## config.mk

```make
export PLATFORM = sky130hd
export DESIGN_NAME = candTop
export DESIGN_NICKNAME = d
export VERILOG_FILES = /design/src/logic/candRegPkg.sv /design/src/logic/candDataPkg.sv /design/src/logic/regBus.sv /design/src/logic/busDecode.sv /design/src/logic/candRegs.sv /design/src/logic/dataSampler.sv /design/src/logic/wordPacker.sv /design/src/logic/candTop.sv
export SDC_FILE = /design/constraint.sdc
export NUM_CORES = 1
export LEC_CHECK = 0
export ABC_AREA = 1
export BUFFER_PORTS_ARGS = -buffer_cell sky130_fd_sc_hd__buf_4
export CAP_MARGIN = 20
export CELL_PAD_IN_SITES_DETAIL_PLACEMENT = 0
export CELL_PAD_IN_SITES_GLOBAL_PLACEMENT = 1
export CORE_ASPECT_RATIO = 1.2
export CORE_MARGIN = 2
export CORE_UTILIZATION = 40
export DETAILED_ROUTE_END_ITERATION = 16
export GPL_TIMING_DRIVEN = 0
export PLACE_DENSITY_LB_ADDON = 0.2
export SYNTH_ARGS = -nofsm -noshare
export SYNTH_HDL_FRONTEND = slang
export SYNTH_SLANG_ARGS = --single-unit
```

## constraint.sdc

```tcl
create_clock -name busClk -period 4 [get_ports busClk]
set_input_delay 0 -clock busClk [delete_from_list [all_inputs] [get_ports busClk]]
set_output_delay 0 -clock busClk [all_outputs]
set_load 0.01 [all_outputs]
```

## src/logic/candRegPkg.sv

```systemverilog
//////////////////////////////////////////////////////////////////////
// Register map of the clock-and-data sampler.
// Region placement, register offsets and control field positions,
// shared by the bus decoder and the control register block.
//////////////////////////////////////////////////////////////////////

`default_nettype none

package candRegPkg;

    // Region of 16 words starting at 13'h0400.
    localparam logic [12:0] RegionBase = 13'h0400;
    localparam logic [12:0] RegionMask = 13'h1ff0;   // Upper bits select the region.

    // Word offsets inside the region.
    localparam logic [12:0] CtrlOffset  = 13'd0;     // Control, read/write.
    localparam logic [12:0] DataOffset  = 13'd1;     // Last packed word, read only.
    localparam logic [12:0] CountOffset = 13'd2;     // Word count, read only.

    // Control field positions.
    // Each field sits in its own byte lane.
    localparam int SourceLsb = 0;     // Source select in bits 2:0, lane 0.
    localparam int PhaseLsb  = 8;     // Sample phase in bits 9:8, lane 1.
    localparam int ResetBit  = 31;    // Sampler reset, lane 3.

endpackage

`default_nettype wire

```

## src/logic/candDataPkg.sv

```systemverilog
//////////////////////////////////////////////////////////////////////
// Data types of the sampling path.
// Source index, sample phase, packed word and the oversample ratio.
//////////////////////////////////////////////////////////////////////

`default_nettype none

package candDataPkg;

    typedef logic [2:0]  sourceSel;   // Serial input index.
    typedef logic [1:0]  phaseSel;    // Sample phase within a bit.
    typedef logic [31:0] dataWord;    // Packed word, MSB first.

    // busClk cycles per bit, set by the width of phaseSel.
    localparam int OversampleRatio = 4;

endpackage

`default_nettype wire

```

## src/logic/regBus.sv

```systemverilog
//////////////////////////////////////////////////////////////////////
// Internal register bus between the decoder and the register blocks.
// Carries one-hot selects, byte enables, write data and readback.
//////////////////////////////////////////////////////////////////////

`timescale 1ns/1ps
`default_nettype none

interface regBus;
    import candDataPkg::*;

    logic       ctrlSel;       // Control register selected.
    logic       dataSel;       // Last word register selected.
    logic       countSel;      // Word count register selected.
    logic [3:0] wrByte;        // Byte lane write enables, region gated.
    dataWord    wrData;
    dataWord    ctrlRdData;    // Control readback word.
    dataWord    lastWord;      // Last complete word.
    logic [31:0] wordCount;

    modport decoder (output ctrlSel, dataSel, countSel, wrByte, wrData,
                     input ctrlRdData, lastWord, wordCount);
    modport ctrl    (input ctrlSel, wrByte, wrData, output ctrlRdData);
    modport status  (output lastWord, wordCount);

endinterface

`default_nettype wire

```

## src/logic/busDecode.sv

```systemverilog
//////////////////////////////////////////////////////////////////////
// Bus front end of the sampler.
// Matches the address against the register region, produces the
// register selects and gated byte enables, and muxes read data.
// Reads are combinational and return zero outside mapped registers.
//////////////////////////////////////////////////////////////////////

`timescale 1ns/1ps
`default_nettype none

module busDecode (
    input  wire logic [12:0]         addr,
    input  wire candDataPkg::dataWord dataIn,
    input  wire logic                wr0,
    input  wire logic                wr1,
    input  wire logic                wr2,
    input  wire logic                wr3,
    output candDataPkg::dataWord     dataOut,
    regBus.decoder                   bus
);
    import candRegPkg::*;

    logic        inRegion;
    logic [12:0] offset;

    assign inRegion = ((addr & RegionMask) == RegionBase);
    assign offset   = addr & ~RegionMask;    // Word offset within the region.

    // One-hot selects, only inside the region.
    assign bus.ctrlSel  = inRegion && (offset == CtrlOffset);
    assign bus.dataSel  = inRegion && (offset == DataOffset);
    assign bus.countSel = inRegion && (offset == CountOffset);

    // Strobes outside the region never reach the registers.
    assign bus.wrByte = inRegion ? {wr3, wr2, wr1, wr0} : 4'b0000;
    assign bus.wrData = dataIn;

    // Read mux.
    // Unmapped offsets and foreign addresses read zero.
    always_comb begin
        if (bus.ctrlSel) begin
            dataOut = bus.ctrlRdData;
        end else if (bus.dataSel) begin
            dataOut = bus.lastWord;
        end else if (bus.countSel) begin
            dataOut = bus.wordCount;
        end else begin
            dataOut = '0;
        end
    end

endmodule

`default_nettype wire

```

## src/logic/candRegs.sv

```systemverilog
//////////////////////////////////////////////////////////////////////
// Control register of the sampler.
// Byte lane writes set source, clkPhase and clkReset. The fields
// drive the sampler directly and are read back in one word.
//////////////////////////////////////////////////////////////////////

`timescale 1ns/1ps
`default_nettype none

module candRegs (
    input  wire logic                 busClk,
    input  wire logic                 rst,
    regBus.ctrl                       bus,
    output candDataPkg::sourceSel     source,
    output candDataPkg::phaseSel      clkPhase,
    output logic                      clkReset
);
    import candRegPkg::*;
    import candDataPkg::*;

    // Each field has its own lane.
    // Lane 2 is unused.
    always_ff @(posedge busClk) begin
        if (rst) begin
            source   <= '0;
            clkPhase <= '0;
            clkReset <= 1'b0;
        end else if (bus.ctrlSel) begin
            if (bus.wrByte[0]) begin
                source <= bus.wrData[SourceLsb +: $bits(sourceSel)];    // Lane 0.
            end
            if (bus.wrByte[1]) begin
                clkPhase <= bus.wrData[PhaseLsb +: $bits(phaseSel)];    // Lane 1.
            end
            if (bus.wrByte[3]) begin
                clkReset <= bus.wrData[ResetBit];                       // Lane 3.
            end
        end
    end

    // Readback word.
    // Bits without a field are zero.
    always_comb begin
        bus.ctrlRdData = '0;
        bus.ctrlRdData[SourceLsb +: $bits(sourceSel)] = source;
        bus.ctrlRdData[PhaseLsb +: $bits(phaseSel)]   = clkPhase;
        bus.ctrlRdData[ResetBit]                      = clkReset;
    end

endmodule

`default_nettype wire

```

## src/logic/dataSampler.sv

```systemverilog
//////////////////////////////////////////////////////////////////////
// Serial input sampler.
// Picks one of the serial inputs, synchronizes it to busClk and
// samples it once per bit period at the programmed phase.
// clkReset holds the phase counter and suppresses samples.
//////////////////////////////////////////////////////////////////////

`timescale 1ns/1ps
`default_nettype none

module dataSampler #(
    parameter int NumSources = 8    // 2 to 8 serial inputs.
) (
    input  wire logic                  busClk,
    input  wire logic                  rst,
    input  wire logic [NumSources-1:0] serialIn,
    input  wire candDataPkg::sourceSel source,
    input  wire candDataPkg::phaseSel  clkPhase,
    input  wire logic                  clkReset,
    output logic                       sampleBit,
    output logic                       sampleValid
);
    import candDataPkg::*;

    logic       selBit;
    logic [1:0] syncFf;      // Two-flop synchronizer.
    phaseSel    phaseCnt;    // Position within the bit period.
    logic       runQ;        // Low for the first cycle after rst.

    // Indexes past the last input read as zero.
    assign selBit = (int'(source) < NumSources) ? serialIn[source] : 1'b0;

    always_ff @(posedge busClk) begin
        if (rst) begin
            syncFf <= 2'b00;
        end else begin
            syncFf <= {syncFf[0], selBit};
        end
    end

    // Phase counter.
    // Held at zero in reset, then wraps every bit period.
    always_ff @(posedge busClk) begin
        if (rst || clkReset) begin
            phaseCnt <= '0;
        end else if (phaseCnt == phaseSel'(OversampleRatio - 1)) begin
            phaseCnt <= '0;
        end else begin
            phaseCnt <= phaseCnt + 1'b1;
        end
    end

    always_ff @(posedge busClk) begin
        if (rst) begin
            runQ <= 1'b0;
        end else begin
            runQ <= 1'b1;
        end
    end

    // One strobe per bit at the chosen phase.
    assign sampleValid = runQ && !clkReset && (phaseCnt == clkPhase);
    assign sampleBit   = syncFf[1];    // Synchronized bit of this cycle.

endmodule

`default_nettype wire

```

## src/logic/wordPacker.sv

```systemverilog
//////////////////////////////////////////////////////////////////////
// Word packer of the sampler.
// Shifts samples in MSB first and latches every complete 32-bit
// word with a running word count for the status registers.
//////////////////////////////////////////////////////////////////////

`timescale 1ns/1ps
`default_nettype none

module wordPacker (
    input  wire logic busClk,
    input  wire logic rst,
    input  wire logic clkReset,
    input  wire logic sampleBit,
    input  wire logic sampleValid,
    regBus.status     bus
);
    import candDataPkg::*;

    localparam int CntBits = $clog2($bits(dataWord));

    dataWord            shiftReg;    // Partial word.
    logic [CntBits-1:0] bitCnt;      // Bits held in shiftReg.
    dataWord            nextWord;

    assign nextWord = {shiftReg[$bits(dataWord)-2:0], sampleBit};

    // Partial word and alignment.
    // clkReset discards a word cut short.
    always_ff @(posedge busClk) begin
        if (rst || clkReset) begin
            shiftReg <= '0;
            bitCnt   <= '0;
        end else if (sampleValid) begin
            shiftReg <= nextWord;
            bitCnt   <= bitCnt + 1'b1;    // Wraps to zero after the last bit.
        end
    end

    // Completed words survive clkReset.
    always_ff @(posedge busClk) begin
        if (rst) begin
            bus.lastWord  <= '0;
            bus.wordCount <= '0;
        end else if (!clkReset && sampleValid && (&bitCnt)) begin
            bus.lastWord  <= nextWord;                 // 32nd sample.
            bus.wordCount <= bus.wordCount + 1'b1;
        end
    end

endmodule

`default_nettype wire

```

## src/logic/candTop.sv

```systemverilog
//////////////////////////////////////////////////////////////////////
// Top level of the clock-and-data sampling front end.
// Register bus and serial inputs in, read data out. NumSources sets
// the number of serial inputs and is passed to the sampler.
//////////////////////////////////////////////////////////////////////

`timescale 1ns/1ps
`default_nettype none

module candTop #(
    parameter int NumSources = 8
) (
    input  wire logic                  busClk,
    input  wire logic                  rst,
    input  wire logic [12:0]           addr,
    input  wire logic [31:0]           dataIn,
    input  wire logic                  wr0,
    input  wire logic                  wr1,
    input  wire logic                  wr2,
    input  wire logic                  wr3,
    output logic      [31:0]           dataOut,
    input  wire logic [NumSources-1:0] serialIn
);
    import candDataPkg::*;

    sourceSel source;
    phaseSel  clkPhase;
    logic     clkReset;     // Also realigns the packer.
    logic     sampleBit;
    logic     sampleValid;

    regBus bus0 ();

    busDecode decode0 (
        .addr    (addr),
        .dataIn  (dataIn),
        .wr0     (wr0),
        .wr1     (wr1),
        .wr2     (wr2),
        .wr3     (wr3),
        .dataOut (dataOut),
        .bus     (bus0)
    );

    candRegs regs0 (
        .busClk   (busClk),
        .rst      (rst),
        .bus      (bus0),
        .source   (source),
        .clkPhase (clkPhase),
        .clkReset (clkReset)
    );

    dataSampler #(.NumSources(NumSources)) sampler0 (
        .busClk      (busClk),
        .rst         (rst),
        .serialIn    (serialIn),
        .source      (source),
        .clkPhase    (clkPhase),
        .clkReset    (clkReset),
        .sampleBit   (sampleBit),
        .sampleValid (sampleValid)
    );

    wordPacker packer0 (
        .busClk      (busClk),
        .rst         (rst),
        .clkReset    (clkReset),
        .sampleBit   (sampleBit),
        .sampleValid (sampleValid),
        .bus         (bus0)
    );

endmodule

`default_nettype wire

```

Word level (Yosys, flattened, before mapping)
Cells that the tools add are included.
Storage, ports and cells
  bits in registers: 111
  input port bits: 59
  output and inout bits: 32
  word-level logic and storage cells: 41
Cells by class
  add/subtract/negate cells: 3
  order comparisons: 1
  equality and inequality tests: 5
  multiplexer cells: 7
  reductions and logical operators: 15
Operators by type and width (count)
  two-way mux 32 bit: 3
  adder 32 x 1 -> 32 bit, second input constant: 1
  logical NOT 13 bit: 1
  == test 9 x 7 -> 1 bit, second input constant: 1
  logical AND 1 bit: 7
  AND reduction 2 bit: 3
  adder 5 x 1 -> 5 bit, second input constant: 1
  AND reduction 5 bit: 1
  == test 4 x 1 -> 1 bit, second input constant: 1
  == test 4 x 2 -> 1 bit, second input constant: 1
  less-than comparator 3 x 4 -> 1 bit, second input constant: 1
  two-way mux 4 bit: 1
  binary-select mux 1 bit (select 3 bit): 1
  adder 2 x 1 -> 2 bit, second input constant: 1
  == test 2 bit: 1
  == test 2 bit, second input constant: 1
  two-way mux 1 bit: 2
  OR reduction 2 bit: 1
  logical NOT 1 bit: 1
  logical OR 1 bit: 1

Depth between registers and ports, before layout
Gate-level depths: netlist of the first run.
  depth after elaboration: 5
  depth in mapped cells: 11

Cells and area by module
Synthesis of the first run repeated with hierarchy kept, for this count alone.
Second synthesis, totals
  cells, all modules: 970
  area total of the unflattened synthesis: 6470.0 um^2
By module, submodules not included
  wordPacker: times used 1, cells an instance 566, area an instance 4132.7 um^2, seq. area each 2001.9 um^2
  busDecode: times used 1, cells an instance 282, area an instance 1555.2 um^2, seq. area each 0.0 um^2
  candRegs: times used 1, cells an instance 73, area an instance 494.2 um^2, seq. area each 120.1 um^2
  dataSampler: times used 1, cells an instance 49, area an instance 287.8 um^2, seq. area each 100.1 um^2

Worst setup path after synthesis of the first run
Ideal clock, no wire load.
  kind: register to register
  from: register packer0.bitCnt[0]
  to: register packer0.bus.wordCount[2]
  setup time: 0.070 ns
  data arrival time: 1.593 ns
  required time: 3.930 ns
  slack: 2.337 ns
  stages on the path, launching flop included: 11
  buffers on the path: 2
  clock period less this slack: 1.663 ns
  cells stage by stage: dfxtp_1 -> ha_1 -> inv_1 -> nor2_1 -> ha_1 -> inv_1 -> nor3_2 -> buf_2 -> buf_2 -> nand2_1 -> a21oi_1
Between the ends
  cells in the longest elaborated chain, start to end: 2
RTL lines
  from (decl): line wordPacker.sv:23  | logic [CntBits-1:0] bitCnt;
  from (signal assigned): line wordPacker.sv:36  | bitCnt <= bitCnt + 1'b1;
  AND reduction 5 bit: line wordPacker.sv:45  | end else if (!clkReset && sampleValid && (&bitCnt)) begin
  logical AND 1 bit: line wordPacker.sv:45
  to (signal assigned): line wordPacker.sv:47  | bus.wordCount <= bus.wordCount + 1'b1;
  to (decl): line regBus.sv:24  | modport status (output lastWord, wordCount);
Every way passes these cells.
A chain may end at the register's enable or synchronous reset.

Worst setup path in the final report of the first run
  from: register packer0.bitCnt[0]
  to: register packer0.bus.lastWord[9]
Between the ends
  cells in the longest elaborated chain, start to end: 2
RTL lines
  AND reduction 5 bit: line wordPacker.sv:45
  logical AND 1 bit: line wordPacker.sv:45
  to (signal assigned): line wordPacker.sv:46  | bus.lastWord <= nextWord;
  to (decl): line regBus.sv:24
Every way passes these cells.

==> results of run 1 <==
[per-stage QoR]
step           power (W)  hold slack (ps)
2_1_floorplan    0.00131             76.1
3_3_place_gp     0.00137              236
3_5_place_dp     0.00138              236
4_1_cts          0.00230             62.7
5_1_grt          0.00237              110
6_report         0.00228             69.3
[what timing repair did]
| item | in CTS | in global routing |
|---|---|---|
| endpoints found under the hold margin | 8 | 0 |
| setup endpoints to repair | 0 | 0 |
| hold buffers | 9 | 0 |
[registers in the layout, summed over array words and instances, names as in the netlist]
name / cells
packer0.shiftReg: 31
regs0.source: 3
regs0.clkReset: 1
sampler0.phaseCnt: 2
packer0.bus.lastWord: 32
packer0.bus.wordCount: 32
regs0.clkPhase: 2
sampler0.syncFf: 2
sampler0.runQ: 1
packer0.bitCnt: 5
[final cells by class]
class	instances	area, um^2
Clock inverter	7	77.6
Inverter	108	405
Timing Repair Buffer	72	563
Multi-Input combinational cell	530	2560
Sequential cell	111	2220
Tap cell	168	210
Fill cell	1382	6740
Clock buffer	9	225
Buffer	37	179
[per-layer routing]
| metal | vias to the layer above | track usage | part of all wire |
|---|---|---|---|
| met2 | 88 | 0.394 | 0.51 |
| met1 | 2450 | 0.275 | 0.44 |
| met5 | - | 0 | 0 |
| li1 | 2729 | - | - |
| met3 | 21 | 0.0283 | 0.031 |
| met4 | 0 | 0.0879 | 0.024 |
[cells in the final DEF, fill, tap and decap left out, types with 5 or more instances in the layout]
| cell type | Yosys | layout |
|---|---|---|
| a21oi_1 | 72 | 72 |
| nand3_1 | 36 | 36 |
| buf_4 | 0 | 63 |
| o21ai_0 | 69 | 69 |
| dlygate4sd3_1 | 0 | 9 |
| clkbuf_16 | 0 | 9 |
| nand2_1 | 140 | 140 |
| nor3_1 | 10 | 10 |
| inv_1 | 106 | 106 |
| o211ai_1 | 6 | 6 |
| a211oi_1 | 7 | 7 |
| nor3b_1 | 5 | 5 |
| nor2_2 | 5 | 5 |
| nor2_1 | 117 | 117 |
| clkbuf_1 | 17 | 17 |
| nand4_1 | 15 | 15 |
| o22ai_1 | 26 | 26 |
| dfxtp_1 | 111 | 111 |
| buf_2 | 14 | 14 |
[worst paths after layout]
kind	endpoint	startpoint	slack [ps]	cells after the start
worst max-delay path	packer0.bus.lastWord[9]$_SDFFE_PP0P_	packer0.bitCnt[0]$_SDFFE_PP0N_	1810	10
worst min-delay path	sampler0.syncFf[0]$_SDFF_PP0_	serialIn[4]	70	5
worst max register to register	packer0.bus.lastWord[9]$_SDFFE_PP0P_	packer0.bitCnt[0]$_SDFFE_PP0N_	1810	10
worst min register to register	sampler0.syncFf[1]$_SDFF_PP0_	sampler0.syncFf[0]$_SDFF_PP0_	410	2
[power by group through the flow]
stage,registers (W),clock network [W],logic [W]
after detailed placement,0.00120,0,0.000175
after CTS,0.00118,0.000946,0.000181
after floorplan,0.00119,0,0.000114
after global placement,0.00120,0,0.000169
final,0.00118,0.000926,0.000180
after global routing,0.00118,0.000983,0.000206
[kinds of logic (layout without fill, tap and decap cells)]
| family | Yosys count | count (layout) | share of synthesized area |
|---|---|---|---|
| flip-flops | 111 | 111 | 0.414 |
| AO/OA/AOI/OAI | 182 | 182 | 0.185 |
| buffers and inverters | 145 | 233 | 0.109 |
| AND/OR/NAND/NOR | 340 | 340 | 0.277 |
| adder cells (fa/ha/maj) | 4 | 4 | 0.00933 |
| XOR/XNOR | 4 | 4 | 0.00653 |
[worst max-delay path: cells and delay by family, from the launching register on]
kind | cells | cell delay (ps)
AOI/OAI and AO/OA | 1 | 140
adders and majority gates | 2 | 360
DFF | 1 | 370
buffers and inverters | 4 | 720
and+or+nand+nor | 3 | 530
==> metrics, run 1 <==
Slowest-stage cell, CP dfxtp_1; Initial Utilization 0.407; grt ovf 0; Distinct cells, synth 30; worst slack at placement 1840 ps; post-synthesis sequential area ratio 0.414; Detailed Place HPWL 12000 um; cts bufs inserted 9; final worst slack 1810 ps; Yosys top cell by area dfxtp_1; Critical Path Start Type flop; period utilization 0.548; Avg WL per Cell 14.7 um; crit path DAT 2470 ps; H-tree levels 3; I/O pin total 91; Chip Height 131 um; # rows 46; final core occ 0.489; CP max stage delay 370 ps; layout cells sized above 1 0.128; initial antenna violation count 0; switching power total 0.000571 W; Die ar. 14400 um^2; DRC viols 0; # diodes 0; Design Area, Final 6440 um^2; Flop pwr share 0.516; pin count of the biggest net entering global routing 20; Synth async-reset ratio 0; most frequent cells after synthesis nand2_1, nor2_1, dfxtp_1; clock root buffer clkbuf_16; Gate power share 0.079; # resized after CTS 0; vias per cell 5.07; Sw Ratio 0.250; area growth from synthesis to layout 20.1%; vias in the first global route 5022; final hold violation count 0; VDD IR max 238 uV; post-route insts no fill 1042; detailed-route via count 5288; DRT Pass-1 Iters 5; Clock Sinks 111; Clock Tree Buf Depth 2; DRT iter0 DRCs 285; critical path class flop to flop; Die W 110 um; synthesis-stage register bit count 111; YS warnings 0; Worst-Skew Late Latency 360 ps; CTS tree built; Routed Wire Length 15400 um; min cycle time layout 2190 ps; cell area after synthesis 5370 um^2; Post-Synthesis Cells 786; top area cells in the synthesized netlist dfxtp_1, nand2_1, nor2_1; gr usage total 0.223; RSZ-0062 raised after global routing no; Critical Path Fanout Max 10; gpl congestion 0.875; CP required 4280 ps; fmax 0.457 GHz; outcome complete, no violations; max-slew violations 0; Post-synth EDFFs 0; Post-CTS Setup Inserts 0; first-pass GRT wire length 24500 um; TNS Setup 0 ps; core area 13200 um^2; # setup viols final 0; leak pwr 2.48 nW; clk slew on worst S/H paths 80 ps; NumNets Final 932; Post-Route Skew 10.0 ps; Slew Limit Headroom 0.511; IO buf count 63; Routed Antenna Nets 0; Pint 0.00171 W; Placed Area 6050 um^2; maxcap violations 0; pwr/cell area 354 nW/um^2; Post-Place Cells 1017; most frequent cell after synthesis nand2_1; post-synth top area share 0.414; Critical Path End Type flop; Syn Area/Cell 6.83 um^2; Worst Tran Pin Value 734 ps; HP Class input port to flop; Clock power frac 0.406; post-synth net total 849; Main synth FF type dfxtp_1; crit path cell chain ha_1 > inv_1 > nor2_1 > ha_1 > inv_1 > nor3_2 > buf_2 > buf_2 > nand2_1 > a21oi_1
Note: power is estimated with default switching activity, not from simulation.
==> run 2: changes to the inputs <==
- clock period: 4 -> 2.3 ns (I/O delays scaled with it)
==> metrics, run 2 (synthesis results as in run 1) <==
I/O pin total 91 (unchanged); first-pass GRT wire length 24500 um (unchanged); DRT Pass-1 Iters 5 (unchanged); DRC viols 0 (unchanged); # setup viols final 0 (unchanged); vias in the first global route 5022 (unchanged); CTS tree built; # diodes 0 (unchanged); critical path class input port to flop; crit path DAT 2400 ps (-70 ps); Initial Utilization 0.407 (unchanged); period utilization 0.914; most common cell after layout, fill and taps aside nand2_1; grt ovf 0 (unchanged); Worst Tran Pin Value 733 ps (-0.691 ps); Chip Height 131 um (unchanged); H-tree levels 3 (unchanged); flop2flop setup slack 210 ps (-1600 ps); gpl congestion 0.875 (unchanged); cts bufs inserted 9 (unchanged); Critical Path Start Type input port; NumNets Final 932 (unchanged); registers with the most flip-flops packer0.bus.lastWord x32, packer0.bus.wordCount x32, packer0.shiftReg x31; most frequent cells in the layout nand2_1, nor2_1, dfxtp_1; GR peak layer met2; pwr/cell area 617 nW/um^2 (+74%); register area 2220 um^2 (unchanged); Die ar. 14400 um^2 (unchanged); initial antenna violation count 0 (unchanged); Crit path top cell by count dlygate4sd3_1; CP max stage delay 590 ps (+220 ps); Crit path buffers/inverters 4 (unchanged); Critical Path End Type flop; Detailed Place HPWL 12000 um (unchanged); DRT iter0 DRCs 309 (+8.4%); Worst-Skew Late Latency 360 ps (about the same); grt met1 use 0.275 (unchanged); Design Area, Final 6450 um^2 (+0.17%); maxcap violations 0 (unchanged); # rows 46 (unchanged); TNS Setup 0 ps (unchanged); IO buf count 63 (unchanged); Routed Antenna Nets 0 (unchanged); area of the multi-input gates 2570 um^2 (+0.24%); max-slew violations 0 (unchanged); core area 13200 um^2 (unchanged); Clock Sinks 111 (unchanged); vias per cell 5.11 (+0.70%); clock root buffer clkbuf_16; crit path cell chain buf_4 > nor2_1 > nand3b_1 > nor3_4 > buf_6 > nand4_1 > dlygate4sd3_1 > a21oi_1 > dlygate4sd3_1; Fill cells 1377 (-0.36%); area growth from synthesis to layout 20.3%; clk slew on worst S/H paths 70 ps (about the same); Placed Area 6050 um^2 (unchanged); VDD IR max 423 uV (+78%); HP Class input port to flop; Die W 110 um (unchanged); final hold violation count 0 (unchanged); Routed Wire Length 15500 um (+0.72%); layout cells sized above 1 0.128 (unchanged); CP delay by family, top buffers and inverters; Avg WL per Cell 14.8 um (+0.72%); RSZ-0062 raised after global routing no; pin count of the biggest net entering global routing 20 (unchanged); Post-Route Skew 10.0 ps (-0.00443 ps); outcome complete, no violations; fmax 0.475 GHz; CP required 2600 ps (-1680 ps); Clock Tree Buf Depth 2 (unchanged); Slowest-stage cell, CP dlygate4sd3_1; detailed-route via count 5325 (+0.70%); min cycle time layout 2100 ps; leak pwr 2.48 nW (+0.13%); M3 GR Usage 0.0283 (unchanged); Slew Limit Headroom 0.511 (about the same); Critical Path Fanout Max 10 (unchanged); grt met2 use 0.394 (unchanged); gr usage total 0.223 (unchanged)
[run 2: changes by cell type in the layout (fill, tap and decap cells not counted)]
| cell | previous run | this run |
|---|---|---|
| nor3_4 | 2 | 3 |
| buf_2 | 14 | 12 |
| clkbuf_4 | 0 | 2 |
| nor3_2 | 2 | 1 |
[run 2: metrics by stage]
| step | utilization | instances | total power (W) | worst slack, ps | hold slack [ps] |
|---|---|---|---|---|---|
| after global routing | 0.490 | 1042 | 0.00413 | 3.49 | 110 |
| final | 0.490 | 1042 | 0.00398 | 197 | 68.6 |
| after CTS | 0.489 | 1042 | 0.00401 | 118 | 62.7 |
| after global placement | 0.459 | 1017 | 0.00238 | 178 | 236 |
| after detailed placement | 0.459 | 1017 | 0.00240 | 142 | 236 |
| after floorplan | - | 786 | 0.00227 | 637 | 76.1 |
[run 2: worst register-to-register path: stages (launching register included)]
cell      delay, ps
dfxtp_1         370
ha_1            170
inv_1            50
nor2_1          110
ha_1            190
inv_1            80
nor3_4          270
clkbuf_1        430
nand4_1         140
nand2_1         100
nor2_1           40
[run 2: worst paths after layout]
check                                 start                                     end  cells past startpoint
min                             serialIn[4]           sampler0.syncFf[0]$_SDFF_PP0_                      5
max reg2reg  packer0.bitCnt[0]$_SDFFE_PP0N_  packer0.bus.wordCount[26]$_SDFFE_PP0P_                     10
min reg2reg   sampler0.syncFf[0]$_SDFF_PP0_           sampler0.syncFf[1]$_SDFF_PP0_                      2
max                                 addr[9]             regs0.clkReset$_SDFFE_PP0P_                      9
[run 2: power breakdown]
group,total [W],switching (W),internal (W)
logic,0.000314,0.000191,0.000123
clock network,0.00162,0.000761,0.000858
registers,0.00205,0.0000503,0.00200
total,0.00398,0.00100,0.00298
[run 2: cell type report]
cell class,instances,area share
repair buffers,72,0.0872
clock inverters,7,0.0120
well taps,168,0.0326
inverters,108,0.0628
clock buffers,9,0.0349
flip-flops and latches,111,0.344
plain buffers,37,0.0285
multi-input cells,530,0.398
[run 2: repair_timing]
action / 4_1_cts / 5_1_grt
endpoints found under the hold margin: 8 / 0
gates resized for setup: 0 / 3
hold buffers: 9 / 0
buffers inserted: 0 / 0
endpoints found under the setup margin: 0 / 13
[run 2: per-layer routing]
| metal | up-vias | part of all wire |
|---|---|---|
| met4 | 0 | 0.024 |
| met2 | 98 | 0.50 |
| met1 | 2476 | 0.44 |
| met3 | 21 | 0.031 |
| met5 | - | 0 |
| li1 | 2730 | - |
